`config.mk`:
```
export PLATFORM = sky130hd
export DESIGN_NAME = pipelinedCpu
export DESIGN_NICKNAME = d
export VERILOG_FILES = /design/src/source/cpuPkg.sv /design/src/source/fetchStage.sv /design/src/source/decodeStage.sv /design/src/source/executeStage.sv /design/src/source/memoryWritebackStage.sv /design/src/source/pipelinedCpu.sv
export SDC_FILE = /design/constraint.sdc
export NUM_CORES = 2
export LEC_CHECK = 0
export ABC_CLOCK_PERIOD_IN_PS = 7400
export BUFFER_PORTS_ARGS = -buffer_cell sky130_fd_sc_hd__buf_2
export CAP_MARGIN = 20
export CORE_MARGIN = 2
export CORE_UTILIZATION = 56
export DETAILED_ROUTE_END_ITERATION = 10
export PLACE_DENSITY = 0.73
export SLEW_MARGIN = 10
export SYNTH_ARGS = -nofsm -noshare
export SYNTH_HDL_FRONTEND = slang
export SYNTH_SLANG_ARGS = --single-unit
```
`constraint.sdc`:
```
create_clock -name clk -period 7.4 [get_ports clk]
set_input_delay 0.74 -clock clk [delete_from_list [all_inputs] [get_ports clk]]
set_output_delay 0.74 -clock clk [all_outputs]
set_load 0.02 [all_outputs]
```
`src/source/cpuPkg.sv`:
```
package cpuPkg;

	typedef logic [31:0] dataT;
	typedef logic [4:0] regIndexT;

	// Primary opcode field, instr[31:26]
	typedef enum logic [5:0] {
		opR    = 6'b000000,
		opJ    = 6'b000010,
		opBne  = 6'b000101,
		opLi   = 6'b001001,
		opXori = 6'b001110,
		opLw   = 6'b100011,
		opSw   = 6'b101011
	} opcodeT;

	// R-type function field, instr[5:0]
	typedef enum logic [5:0] {
		funcAdd = 6'b100000,
		funcSub = 6'b100010,
		funcSlt = 6'b101010
	} funcT;

	typedef enum logic [2:0] {
		aluAdd,
		aluSub,
		aluSlt,
		aluXor,
		aluPassB
	} aluOpT;

	typedef struct packed {
		logic valid;
		dataT pcPlusOne;
		dataT instr;
	} fetchDecodeT;

	typedef struct packed {
		logic valid;
		opcodeT opcode;
		aluOpT aluOp;
		regIndexT rs;
		regIndexT rt;
		regIndexT dest;
		logic writesReg;
		dataT operandA;
		dataT operandB;
		dataT immediate;
		dataT branchTarget;
	} decodeExecuteT;

	typedef struct packed {
		logic valid;
		logic isLoad;
		logic isStore;
		logic writesReg;
		regIndexT dest;
		dataT result;
		dataT storeData;
	} executeMemoryT;

	// Valid only for writes to a nonzero register
	typedef struct packed {
		logic valid;
		regIndexT dest;
		dataT data;
	} regWriteT;

endpackage

```
`src/source/fetchStage.sv`:
```
module fetchStage #(
	parameter int instrAddrWidth = 10
) (
	input logic clk,
	input logic reset,
	input cpuPkg::dataT instr,
	output logic [instrAddrWidth-1:0] instrAddr,
	input logic branchTaken,
	input cpuPkg::dataT branchTarget,
	input logic jumpTaken,
	input cpuPkg::dataT jumpTarget,
	output cpuPkg::fetchDecodeT fetchDecode
);
	import cpuPkg::*;

	dataT pc;
	dataT nextPc;
	logic redirect;

	assign instrAddr = pc[instrAddrWidth-1:0];
	assign redirect = branchTaken || jumpTaken;

	// Branch from execute is older than a jump in decode
	always_comb begin
		if (branchTaken) begin
			nextPc = branchTarget;
		end else if (jumpTaken) begin
			nextPc = jumpTarget;
		end else begin
			nextPc = pc + 32'd1;
		end
	end

	always_ff @(posedge clk) begin
		if (reset) begin
			pc <= '0;
			fetchDecode.valid <= 1'b0;
		end else begin
			pc <= nextPc;
			// Word fetched on the wrong path is dropped
			fetchDecode.valid <= !redirect;
		end
		fetchDecode.pcPlusOne <= pc + 32'd1;
		fetchDecode.instr <= instr;
	end

endmodule

```
`src/source/decodeStage.sv`:
```
module decodeStage (
	input logic clk,
	input logic reset,
	input cpuPkg::fetchDecodeT fetchDecode,
	input cpuPkg::regWriteT regWrite,
	input logic branchTaken,
	output logic jumpTaken,
	output cpuPkg::dataT jumpTarget,
	output cpuPkg::decodeExecuteT decodeExecute
);
	import cpuPkg::*;

	dataT regFile [32];
	opcodeT opcode;
	funcT func;
	regIndexT rs;
	regIndexT rt;
	regIndexT rd;
	regIndexT dest;
	logic writesReg;
	aluOpT aluOp;
	dataT immediate;
	dataT readA;
	dataT readB;

	// Write-first read, register zero is hardwired
	function automatic dataT readReg(regIndexT idx, dataT stored, regWriteT wr);
		if (idx == '0) begin
			return '0;
		end
		if (wr.valid && wr.dest == idx) begin
			return wr.data;
		end
		return stored;
	endfunction

	always_ff @(posedge clk) begin
		if (regWrite.valid) begin
			regFile[regWrite.dest] <= regWrite.data;
		end
	end

	assign opcode = opcodeT'(fetchDecode.instr[31:26]);
	assign func = funcT'(fetchDecode.instr[5:0]);
	assign rs = fetchDecode.instr[25:21];
	assign rt = fetchDecode.instr[20:16];
	assign rd = fetchDecode.instr[15:11];
	assign immediate = {{16{fetchDecode.instr[15]}}, fetchDecode.instr[15:0]};

	assign readA = readReg(rs, regFile[rs], regWrite);
	assign readB = readReg(rt, regFile[rt], regWrite);

	assign jumpTaken = fetchDecode.valid && opcode == opJ;
	assign jumpTarget = {fetchDecode.pcPlusOne[31:26], fetchDecode.instr[25:0]};

	always_comb begin
		aluOp = aluAdd;
		dest = rt;
		writesReg = 1'b0;
		case (opcode)
			opR: begin
				dest = rd;
				writesReg = 1'b1;
				case (func)
					funcAdd: aluOp = aluAdd;
					funcSub: aluOp = aluSub;
					funcSlt: aluOp = aluSlt;
					default: writesReg = 1'b0;
				endcase
			end
			opXori: begin
				aluOp = aluXor;
				writesReg = 1'b1;
			end
			opLi: begin
				aluOp = aluPassB;
				writesReg = 1'b1;
			end
			opLw: writesReg = 1'b1;
			opBne: aluOp = aluSub;
			default: ;
		endcase
	end

	always_ff @(posedge clk) begin
		if (reset) begin
			decodeExecute.valid <= 1'b0;
		end else begin
			// Younger than a taken branch in execute
			decodeExecute.valid <= fetchDecode.valid && !branchTaken;
		end
		decodeExecute.opcode <= opcode;
		decodeExecute.aluOp <= aluOp;
		decodeExecute.rs <= rs;
		decodeExecute.rt <= rt;
		decodeExecute.dest <= dest;
		decodeExecute.writesReg <= writesReg;
		decodeExecute.operandA <= readA;
		decodeExecute.operandB <= readB;
		decodeExecute.immediate <= immediate;
		decodeExecute.branchTarget <= fetchDecode.pcPlusOne + immediate;
	end

endmodule

```
`src/source/executeStage.sv`:
```
module executeStage (
	input logic clk,
	input logic reset,
	input cpuPkg::decodeExecuteT decodeExecute,
	input cpuPkg::regWriteT memForward,
	input cpuPkg::regWriteT wbForward,
	output logic branchTaken,
	output cpuPkg::dataT branchTarget,
	output cpuPkg::executeMemoryT executeMemory
);
	import cpuPkg::*;

	dataT operandA;
	dataT operandB;
	dataT aluB;
	dataT aluResult;
	logic useRegB;

	// Nearest producer wins, register read is the fallback
	function automatic dataT forwardOperand(
		regIndexT idx,
		dataT readValue,
		regWriteT memFwd,
		regWriteT wbFwd
	);
		if (memFwd.valid && memFwd.dest == idx) begin
			return memFwd.data;
		end
		if (wbFwd.valid && wbFwd.dest == idx) begin
			return wbFwd.data;
		end
		return readValue;
	endfunction

	assign operandA = forwardOperand(decodeExecute.rs, decodeExecute.operandA,
		memForward, wbForward);
	assign operandB = forwardOperand(decodeExecute.rt, decodeExecute.operandB,
		memForward, wbForward);

	// Immediate forms take B from the immediate
	assign useRegB = decodeExecute.opcode == opR || decodeExecute.opcode == opBne;
	assign aluB = useRegB ? operandB : decodeExecute.immediate;

	always_comb begin
		case (decodeExecute.aluOp)
			aluAdd: aluResult = operandA + aluB;
			aluSub: aluResult = operandA - aluB;
			aluSlt: aluResult = {31'b0, $signed(operandA) < $signed(aluB)};
			aluXor: aluResult = operandA ^ aluB;
			aluPassB: aluResult = aluB;
			default: aluResult = '0;
		endcase
	end

	assign branchTaken = decodeExecute.valid && decodeExecute.opcode == opBne
		&& operandA != operandB;
	assign branchTarget = decodeExecute.branchTarget;

	always_ff @(posedge clk) begin
		if (reset) begin
			executeMemory.valid <= 1'b0;
		end else begin
			executeMemory.valid <= decodeExecute.valid;
		end
		executeMemory.isLoad <= decodeExecute.opcode == opLw;
		executeMemory.isStore <= decodeExecute.opcode == opSw;
		executeMemory.writesReg <= decodeExecute.writesReg;
		executeMemory.dest <= decodeExecute.dest;
		executeMemory.result <= aluResult;
		// SW stores the forwarded rt value
		executeMemory.storeData <= operandB;
	end

endmodule

```
`src/source/memoryWritebackStage.sv`:
```
module memoryWritebackStage #(
	parameter int dataAddrWidth = 10
) (
	input logic clk,
	input logic reset,
	input cpuPkg::executeMemoryT executeMemory,
	output logic [dataAddrWidth-1:0] dataAddr,
	output logic dataWrite,
	output cpuPkg::dataT writeData,
	input cpuPkg::dataT readData,
	output cpuPkg::regWriteT memForward,
	output cpuPkg::regWriteT wbForward
);
	import cpuPkg::*;

	logic writesNonZero;

	assign dataAddr = executeMemory.result[dataAddrWidth-1:0];
	assign writeData = executeMemory.storeData;
	assign dataWrite = executeMemory.valid && executeMemory.isStore;

	assign writesNonZero = executeMemory.writesReg && executeMemory.dest != '0;

	// Load data is already here, so loads forward like ALU results
	assign memForward.valid = executeMemory.valid && writesNonZero;
	assign memForward.dest = executeMemory.dest;
	assign memForward.data = executeMemory.isLoad ? readData : executeMemory.result;

	always_ff @(posedge clk) begin
		if (reset) begin
			wbForward.valid <= 1'b0;
		end else begin
			wbForward.valid <= memForward.valid;
		end
		wbForward.dest <= memForward.dest;
		wbForward.data <= memForward.data;
	end

endmodule

```
`src/source/pipelinedCpu.sv`:
```
module pipelinedCpu #(
	parameter int instrAddrWidth = 10,
	parameter int dataAddrWidth = 10
) (
	input logic clk,
	input logic reset,
	output logic [instrAddrWidth-1:0] instrAddr,
	input cpuPkg::dataT instr,
	output logic [dataAddrWidth-1:0] dataAddr,
	output logic dataWrite,
	output cpuPkg::dataT writeData,
	input cpuPkg::dataT readData,
	output cpuPkg::regWriteT retire
);
	import cpuPkg::*;

	fetchDecodeT fetchDecode;
	decodeExecuteT decodeExecute;
	executeMemoryT executeMemory;
	regWriteT memForward;
	regWriteT wbForward;
	logic branchTaken;
	dataT branchTarget;
	logic jumpTaken;
	dataT jumpTarget;

	// Writeback value is the architectural retire
	assign retire = wbForward;

	fetchStage #(
		.instrAddrWidth(instrAddrWidth)
	) fetchStage_inst (
		.clk(clk),
		.reset(reset),
		.instr(instr),
		.instrAddr(instrAddr),
		.branchTaken(branchTaken),
		.branchTarget(branchTarget),
		.jumpTaken(jumpTaken),
		.jumpTarget(jumpTarget),
		.fetchDecode(fetchDecode)
	);

	decodeStage decodeStage_inst (
		.clk(clk),
		.reset(reset),
		.fetchDecode(fetchDecode),
		.regWrite(wbForward),
		.branchTaken(branchTaken),
		.jumpTaken(jumpTaken),
		.jumpTarget(jumpTarget),
		.decodeExecute(decodeExecute)
	);

	executeStage executeStage_inst (
		.clk(clk),
		.reset(reset),
		.decodeExecute(decodeExecute),
		.memForward(memForward),
		.wbForward(wbForward),
		.branchTaken(branchTaken),
		.branchTarget(branchTarget),
		.executeMemory(executeMemory)
	);

	memoryWritebackStage #(
		.dataAddrWidth(dataAddrWidth)
	) memoryWritebackStage_inst (
		.clk(clk),
		.reset(reset),
		.executeMemory(executeMemory),
		.dataAddr(dataAddr),
		.dataWrite(dataWrite),
		.writeData(writeData),
		.readData(readData),
		.memForward(memForward),
		.wbForward(wbForward)
	);

endmodule

```
==> metrics.md, run 1 <==
| Metric | Value |
|---|---|
| Status | aborted with a tool error |
| Last flow stage reached | 5_2_route |
| Halt Reason | Error: net399 9 pin not visited #guides = 504 |
| CTS Hold Bufs | 0 |
| Cell with the most instances after synthesis | edfxtp_1 |
| Top cells by area, synth | edfxtp_1 50%, mux4_2 23%, dfxtp_1 9.0%, mux2i_1 2.2%, ha_1 1.5% |
| Placed wire-length estimate | roughly 110 mm |
| Share of the synthesized area in the top cell type | 49.59% |
| Synth Net Count | 3817 |
| # IOs | 157 |
| YS warnings | 0 |
| Post-synth EDFFs | 1024 |
| Clock sink count | 1304 |
| Initial Utilization | 56.26% |
| Setup Buffers After CTS | 0 |
| All-Layer GR Usage | between 30 and 40% |
| Total CTS buffers | approximately 140 |
| Die width | roughly 340 um |
| Sequential-to-total area share from yosys stat | 58.63% |
| Buffers on Ports | between 150 and 200 |
| Main synth FF type | edfxtp_1 |
| Initial antenna violation count | 2 |
| Synth cell count leaders | 1024 x edfxtp_1, 640 x mux4_2, 280 x dfxtp_1, 229 x nor2_1, 173 x clkbuf_1 |
| Pin count of the biggest net entering global routing | 100 |
| Row cnt | 122 |
| Ys async rst share | 0% |
| Post-CTS sizing | 0 |
| Mapped cell area | between 60000 and 70000 um2 |
| Number of global-route vias before repair | around 37000 |
| DP Area | 64440 um2 |
| Global route overflow | 0 |
| Synth unique cells | 89 |
| Maximum buffer depth of the clock tree | 3 |
| Dpl cells | between 5000 and 6000 |
| CTS Root Buffer Type | clkbuf_16 |
| Synth area leader | edfxtp_1 |
| First-pass GRT wire length | 260.2 mm |
| Max H-tree Level | 4 |
| Dpl ws | 1298 ps |
| Placer Congestion | roughly 0.96 |
| Yosys reg bits | 1304 |
| Cells after Synth | 3675 |
| Vert. Die Dim | 336.8 um |
| Post-Syn Area per Cell | approximately 17 um2 |
-- per-layer routing --
layer	track usage, %
met5	0
met4	13.39
met3	6.384
met2	50.61
met1	44.77
-- through the flow --
stage	util (%)	hold WS [ps]
floorplan	-	309.6
global placement	58.46	312.0
detailed placement	58.47	312.8
CTS	62.49	35.47
global route	62.51	51.96
-- logic make-up after synthesis --
logic type | count (synthesis) | synth area share, %
flops | 1304 | 58.63
mux | 816 | 26.16
simple gates | 509 | 3.931
compound gates | 470 | 5.244
buf+inv | 381 | 2.738
xor+xnor | 119 | 1.723
fa+ha+maj | 76 | 1.570
==> run 2, diff against run 1 <==
CORE_UTILIZATION = 40   (was 56)
PLACE_DENSITY = unset   (was 0.73)
PLACE_DENSITY_LB_ADDON = 0.15   (was unset)
==> run 2 against run 1 <==
  * The run now ends clean
  * Synthesized cell count did not move
  * Global-route usage fell by 7.5 points
  * Synthesized area unchanged
==> metrics.md, run 2 <==
| Metric | Value |
|---|---|
| Final Hold Fails | 0 |
| Yosys reg bits | 1304 (unchanged) |
| Drt pass-1 iters | 6 |
| Most frequent cells in the layout | 1024 x edfxtp_1, 640 x mux4_2, 269 x dfxtp_1, 194 x nor2_1, 158 x clkbuf_16 |
| Clock Pin Slew Worst Setup and Hold Paths | 60 ps |
| Number of global-route vias before repair | 36910 (-0.71%) |
| Synth Area in XOR/XNOR | 1.723% (unchanged) |
| Synth Net Count | 3817 (unchanged) |
| Main synth FF type | edfxtp_1 |
| Crit path time final | ~6100 ps |
| Slowest stage delay, CP | 730 ps |
| YS warnings | 0 (unchanged) |
| Worst hold slack | 60.28 ps |
| Final TNS setup | 0 ps |
| Synth unique cells | 89 (unchanged) |
| Clock sink count | 1304 (unchanged) |
| Placer Congestion | 0.9292 (-3.4%) |
| Drt first-iter violations | around 3800 |
| Commonest non-fill, non-tap cell in the layout | edfxtp_1 |
| Top reg by flops | decodeStage_inst.regFile |
| Synth cell count leaders | 1024 x edfxtp_1, 640 x mux4_2, 280 x dfxtp_1, 229 x nor2_1, 173 x clkbuf_1 |
| Fmax | between 0.15 and 0.2 GHz |
| Die ar. | roughly 160000 um2 |
| Worst vdd ir | 0.1850 mV |
| Critical path required time | about 8000 ps |
| Static leakage | 22.98 nW |
| Placeable Area | between 150000 and 200000 um2 |
| Fin crit share | 81.96% |
| Max-slew headroom | between 20 and 25% |
| Vias per cell | 6.119 |
| Top flop regs | decodeStage_inst.regFile (1024), decodeStage_inst.decodeExecute (116), executeStage_inst.executeMemory (73) |
| All-Layer GR Usage | 24.77% (-7.5 points) |
| Vert. Die Dim | 397.7 um (+18%) |
| DRT Wirelength | roughly 200 mm |
| Fin Clk Skew | 19.60 ps |
| Adder-cell share of the synthesized area | 1.570% (unchanged) |
| P&R area growth vs syn | 12.97% |
| CP cell instances | xnor2_1, nand4_1, nor2_4, mux2i_1, a21oi_1, mux2i_1, inv_1, ha_1, o21ba_2, o21bai_1, a2111oi_0, o41a_1, a211oi_1, a211o_1, a2111oi_0, xor2_1, a22oi_1, o21ai_0 |
| Main combinational cell family by area after synthesis | multiplexers |
| Number of remaining DRC errors | 0 |
| Setup Buffers After CTS | 0 (unchanged) |
| Final design utilization | 45.47% |
| Dpl ws | 1350 ps (+51.80 ps) |
| Fin nets | 3946 |
| CTS Root Buffer Type | clkbuf_16 |
| Top cells by area, synth | edfxtp_1 50%, mux4_2 23%, dfxtp_1 9.0%, mux2i_1 2.2%, ha_1 1.5% |
| Initial antenna violation count | 3 (+1) |
| DR WL/cell | ~33 um |
| Mux cell area share after synthesis | 26.16% (unchanged) |
| Cell with the most instances after synthesis | edfxtp_1 |
| Ys async rst share | 0% (unchanged) |
| Capture point of the worst reg-to-reg path | executeStage_inst.executeMemory[57]$_DFF_P_ |
| Placed wire-length estimate | 115.9 mm (+7.4%) |
| Max_cap viols | 0 |
| Cell family with most CP delay | compound AO/OA/AOI/OAI gates |
| Total CTS buffers | 151 (+10%) |
| Cells after Synth | 3675 (unchanged) |
| CP max-delay cell | nor2_4 |
| Sequential-to-total area share from yosys stat | 58.63% (unchanged) |
| FF-to-FF setup slack | 1330 ps |
| Die width | 397.7 um (+18%) |
| CP Depth | 18 |
| CP arrival | 6710 ps |
| Initial Utilization | 40.25% (-16 points) |
| Slew Limit Fails | 0 |
| Compound-Gate Fraction of Synth Area | 5.244% (unchanged) |
| # IOs | 157 (unchanged) |
| CTS tree | built |
| Worst min path class | input port to register |
| Power Density | 276.1 nW/um2 |
| Mapped cell area | 62010 um2 (unchanged) |
| Pin count of the biggest net entering global routing | 113 (+13%) |
| Vias | between 30000 and 40000 |
| CP startpoint kind | register |
| Setup ws final | 1335 ps |
| Global route overflow | 0 (unchanged) |
| Synth Area in Simple Gates | 3.931% (unchanged) |
| Share of cells above drive strength 1 | 31.91% |
| Buffers on Ports | 156 (unchanged) |
| R2r worst-path depth | 18 |
| Synth area leader | edfxtp_1 |
| First-pass GRT wire length | 277.8 mm (+6.8%) |
| Row cnt | 144 (+18%) |
| Crit-path max FO | 19 |
| Detail Route Antenna Nets | 0 |
| Setup crit end kind | register |
| Maximum buffer depth of the clock tree | 3 (unchanged) |
| Number of antenna diodes | 0 |
| Worst-Skew Late Latency | a little under 800 ps |
| Max H-tree Level | 4 (unchanged) |
| Share of the synthesized area in the top cell type | 49.59% (unchanged) |
| Max reg flops | just over 1000 |
| Final setup vio count | 0 |
| Worst Setup SP | memoryWritebackStage_inst.wbForward[32]$_DFF_P_ |
| RSZ-0062 raised after global routing | no |
| WS Path Type | register to register |
| Tightest Pin Transition | 1162 ps |
| Post-synth EDFFs | 1024 (unchanged) |
| Critical R2R Launch | memoryWritebackStage_inst.wbForward[32]$_DFF_P_ |
| Worst Setup EP | executeStage_inst.executeMemory[57]$_DFF_P_ |
| Status | completed |
| Crit path buffers/inverters | 1 |
| Post-Syn Area per Cell | 16.87 um2 (unchanged) |
[run 2: cell counts after synthesis]
Identical to the previous run, type by type.
[run 2: what timing repair did]
item	in CTS	in global routing
endpoints found under the hold margin	13	0
resized for setup	0	0
hold buffers	13	0
[run 2: kinds of logic after synthesis]
family	count (synthesis)
multiplexers	816
AND/OR/NAND/NOR	509
AO/OA/AOI/OAI	470
flip-flops	1304
adder cells (fa/ha/maj)	76
XOR/XNOR	119
buffers and inverters	381
[run 2: routing by layer]
layer | global-route usage (%) | wire [um] | up-vias
met4 | 7.413 | 5349 | 0
met3 | 4.066 | 12940 | 297
met5 | 0 | 0 | -
met2 | 39.49 | 93040 | 1455
li1 | - | - | 15250
met1 | 35.00 | 84190 | 19500
[run 2: metrics by stage]
step / power [mW] / cells / area, um2
floorplan: 11.00 / 3675 / 62010
global placement: 12.26 / 5682 / 65200
detailed placement: 12.26 / 5682 / 65200
CTS: 19.47 / 5965 / 70050
global route: 19.97 / 5965 / 70050
finish: 19.34 / 5965 / 70050
[run 2: power breakdown]
group | internal, mW | switching [mW] | leakage [nW]
clock network | 4.17 | 3.04 | 2.30
logic | 1.04 | 2.15 | 9.12
registers | 8.74 | 0.191 | 11.6
total | 14.0 | 5.39 | 23.0
[run 2: area by class of cell]
cell class / instances / area, um2
multi-input cells: 1990 / 24250
repair buffers: 282 / 1847
well taps: 2044 / 2557
clock inverters: 62 / 525.5
clock buffers: 208 / 4192
fillers: 13330 / 84000
inverters: 75 / 281.5
flip-flops and latches: 1304 / 36390
[run 2: worst min path at each step]
stage	startpoint	endpoint	slack, ps	cells past startpoint
2_1_floorplan	fetchStage_inst.fetchDecode[10]$_DFF_P_	decodeStage_inst.decodeExecute[42]$_DFF_P_	310	0
3_3_place_gp	decodeStage_inst.decodeExecute[130]$_DFF_P_	executeStage_inst.executeMemory[65]$_DFF_P_	310	0
3_5_place_dp	fetchStage_inst.fetchDecode[10]$_DFF_P_	decodeStage_inst.decodeExecute[42]$_DFF_P_	320	0
4_1_cts	instr[13]	fetchStage_inst.fetchDecode[13]$_DFF_P_	0.5	1
5_1_grt	instr[13]	fetchStage_inst.fetchDecode[13]$_DFF_P_	30	1
6_report	instr[13]	fetchStage_inst.fetchDecode[13]$_DFF_P_	60	1
(Power assumes the default switching activity.)
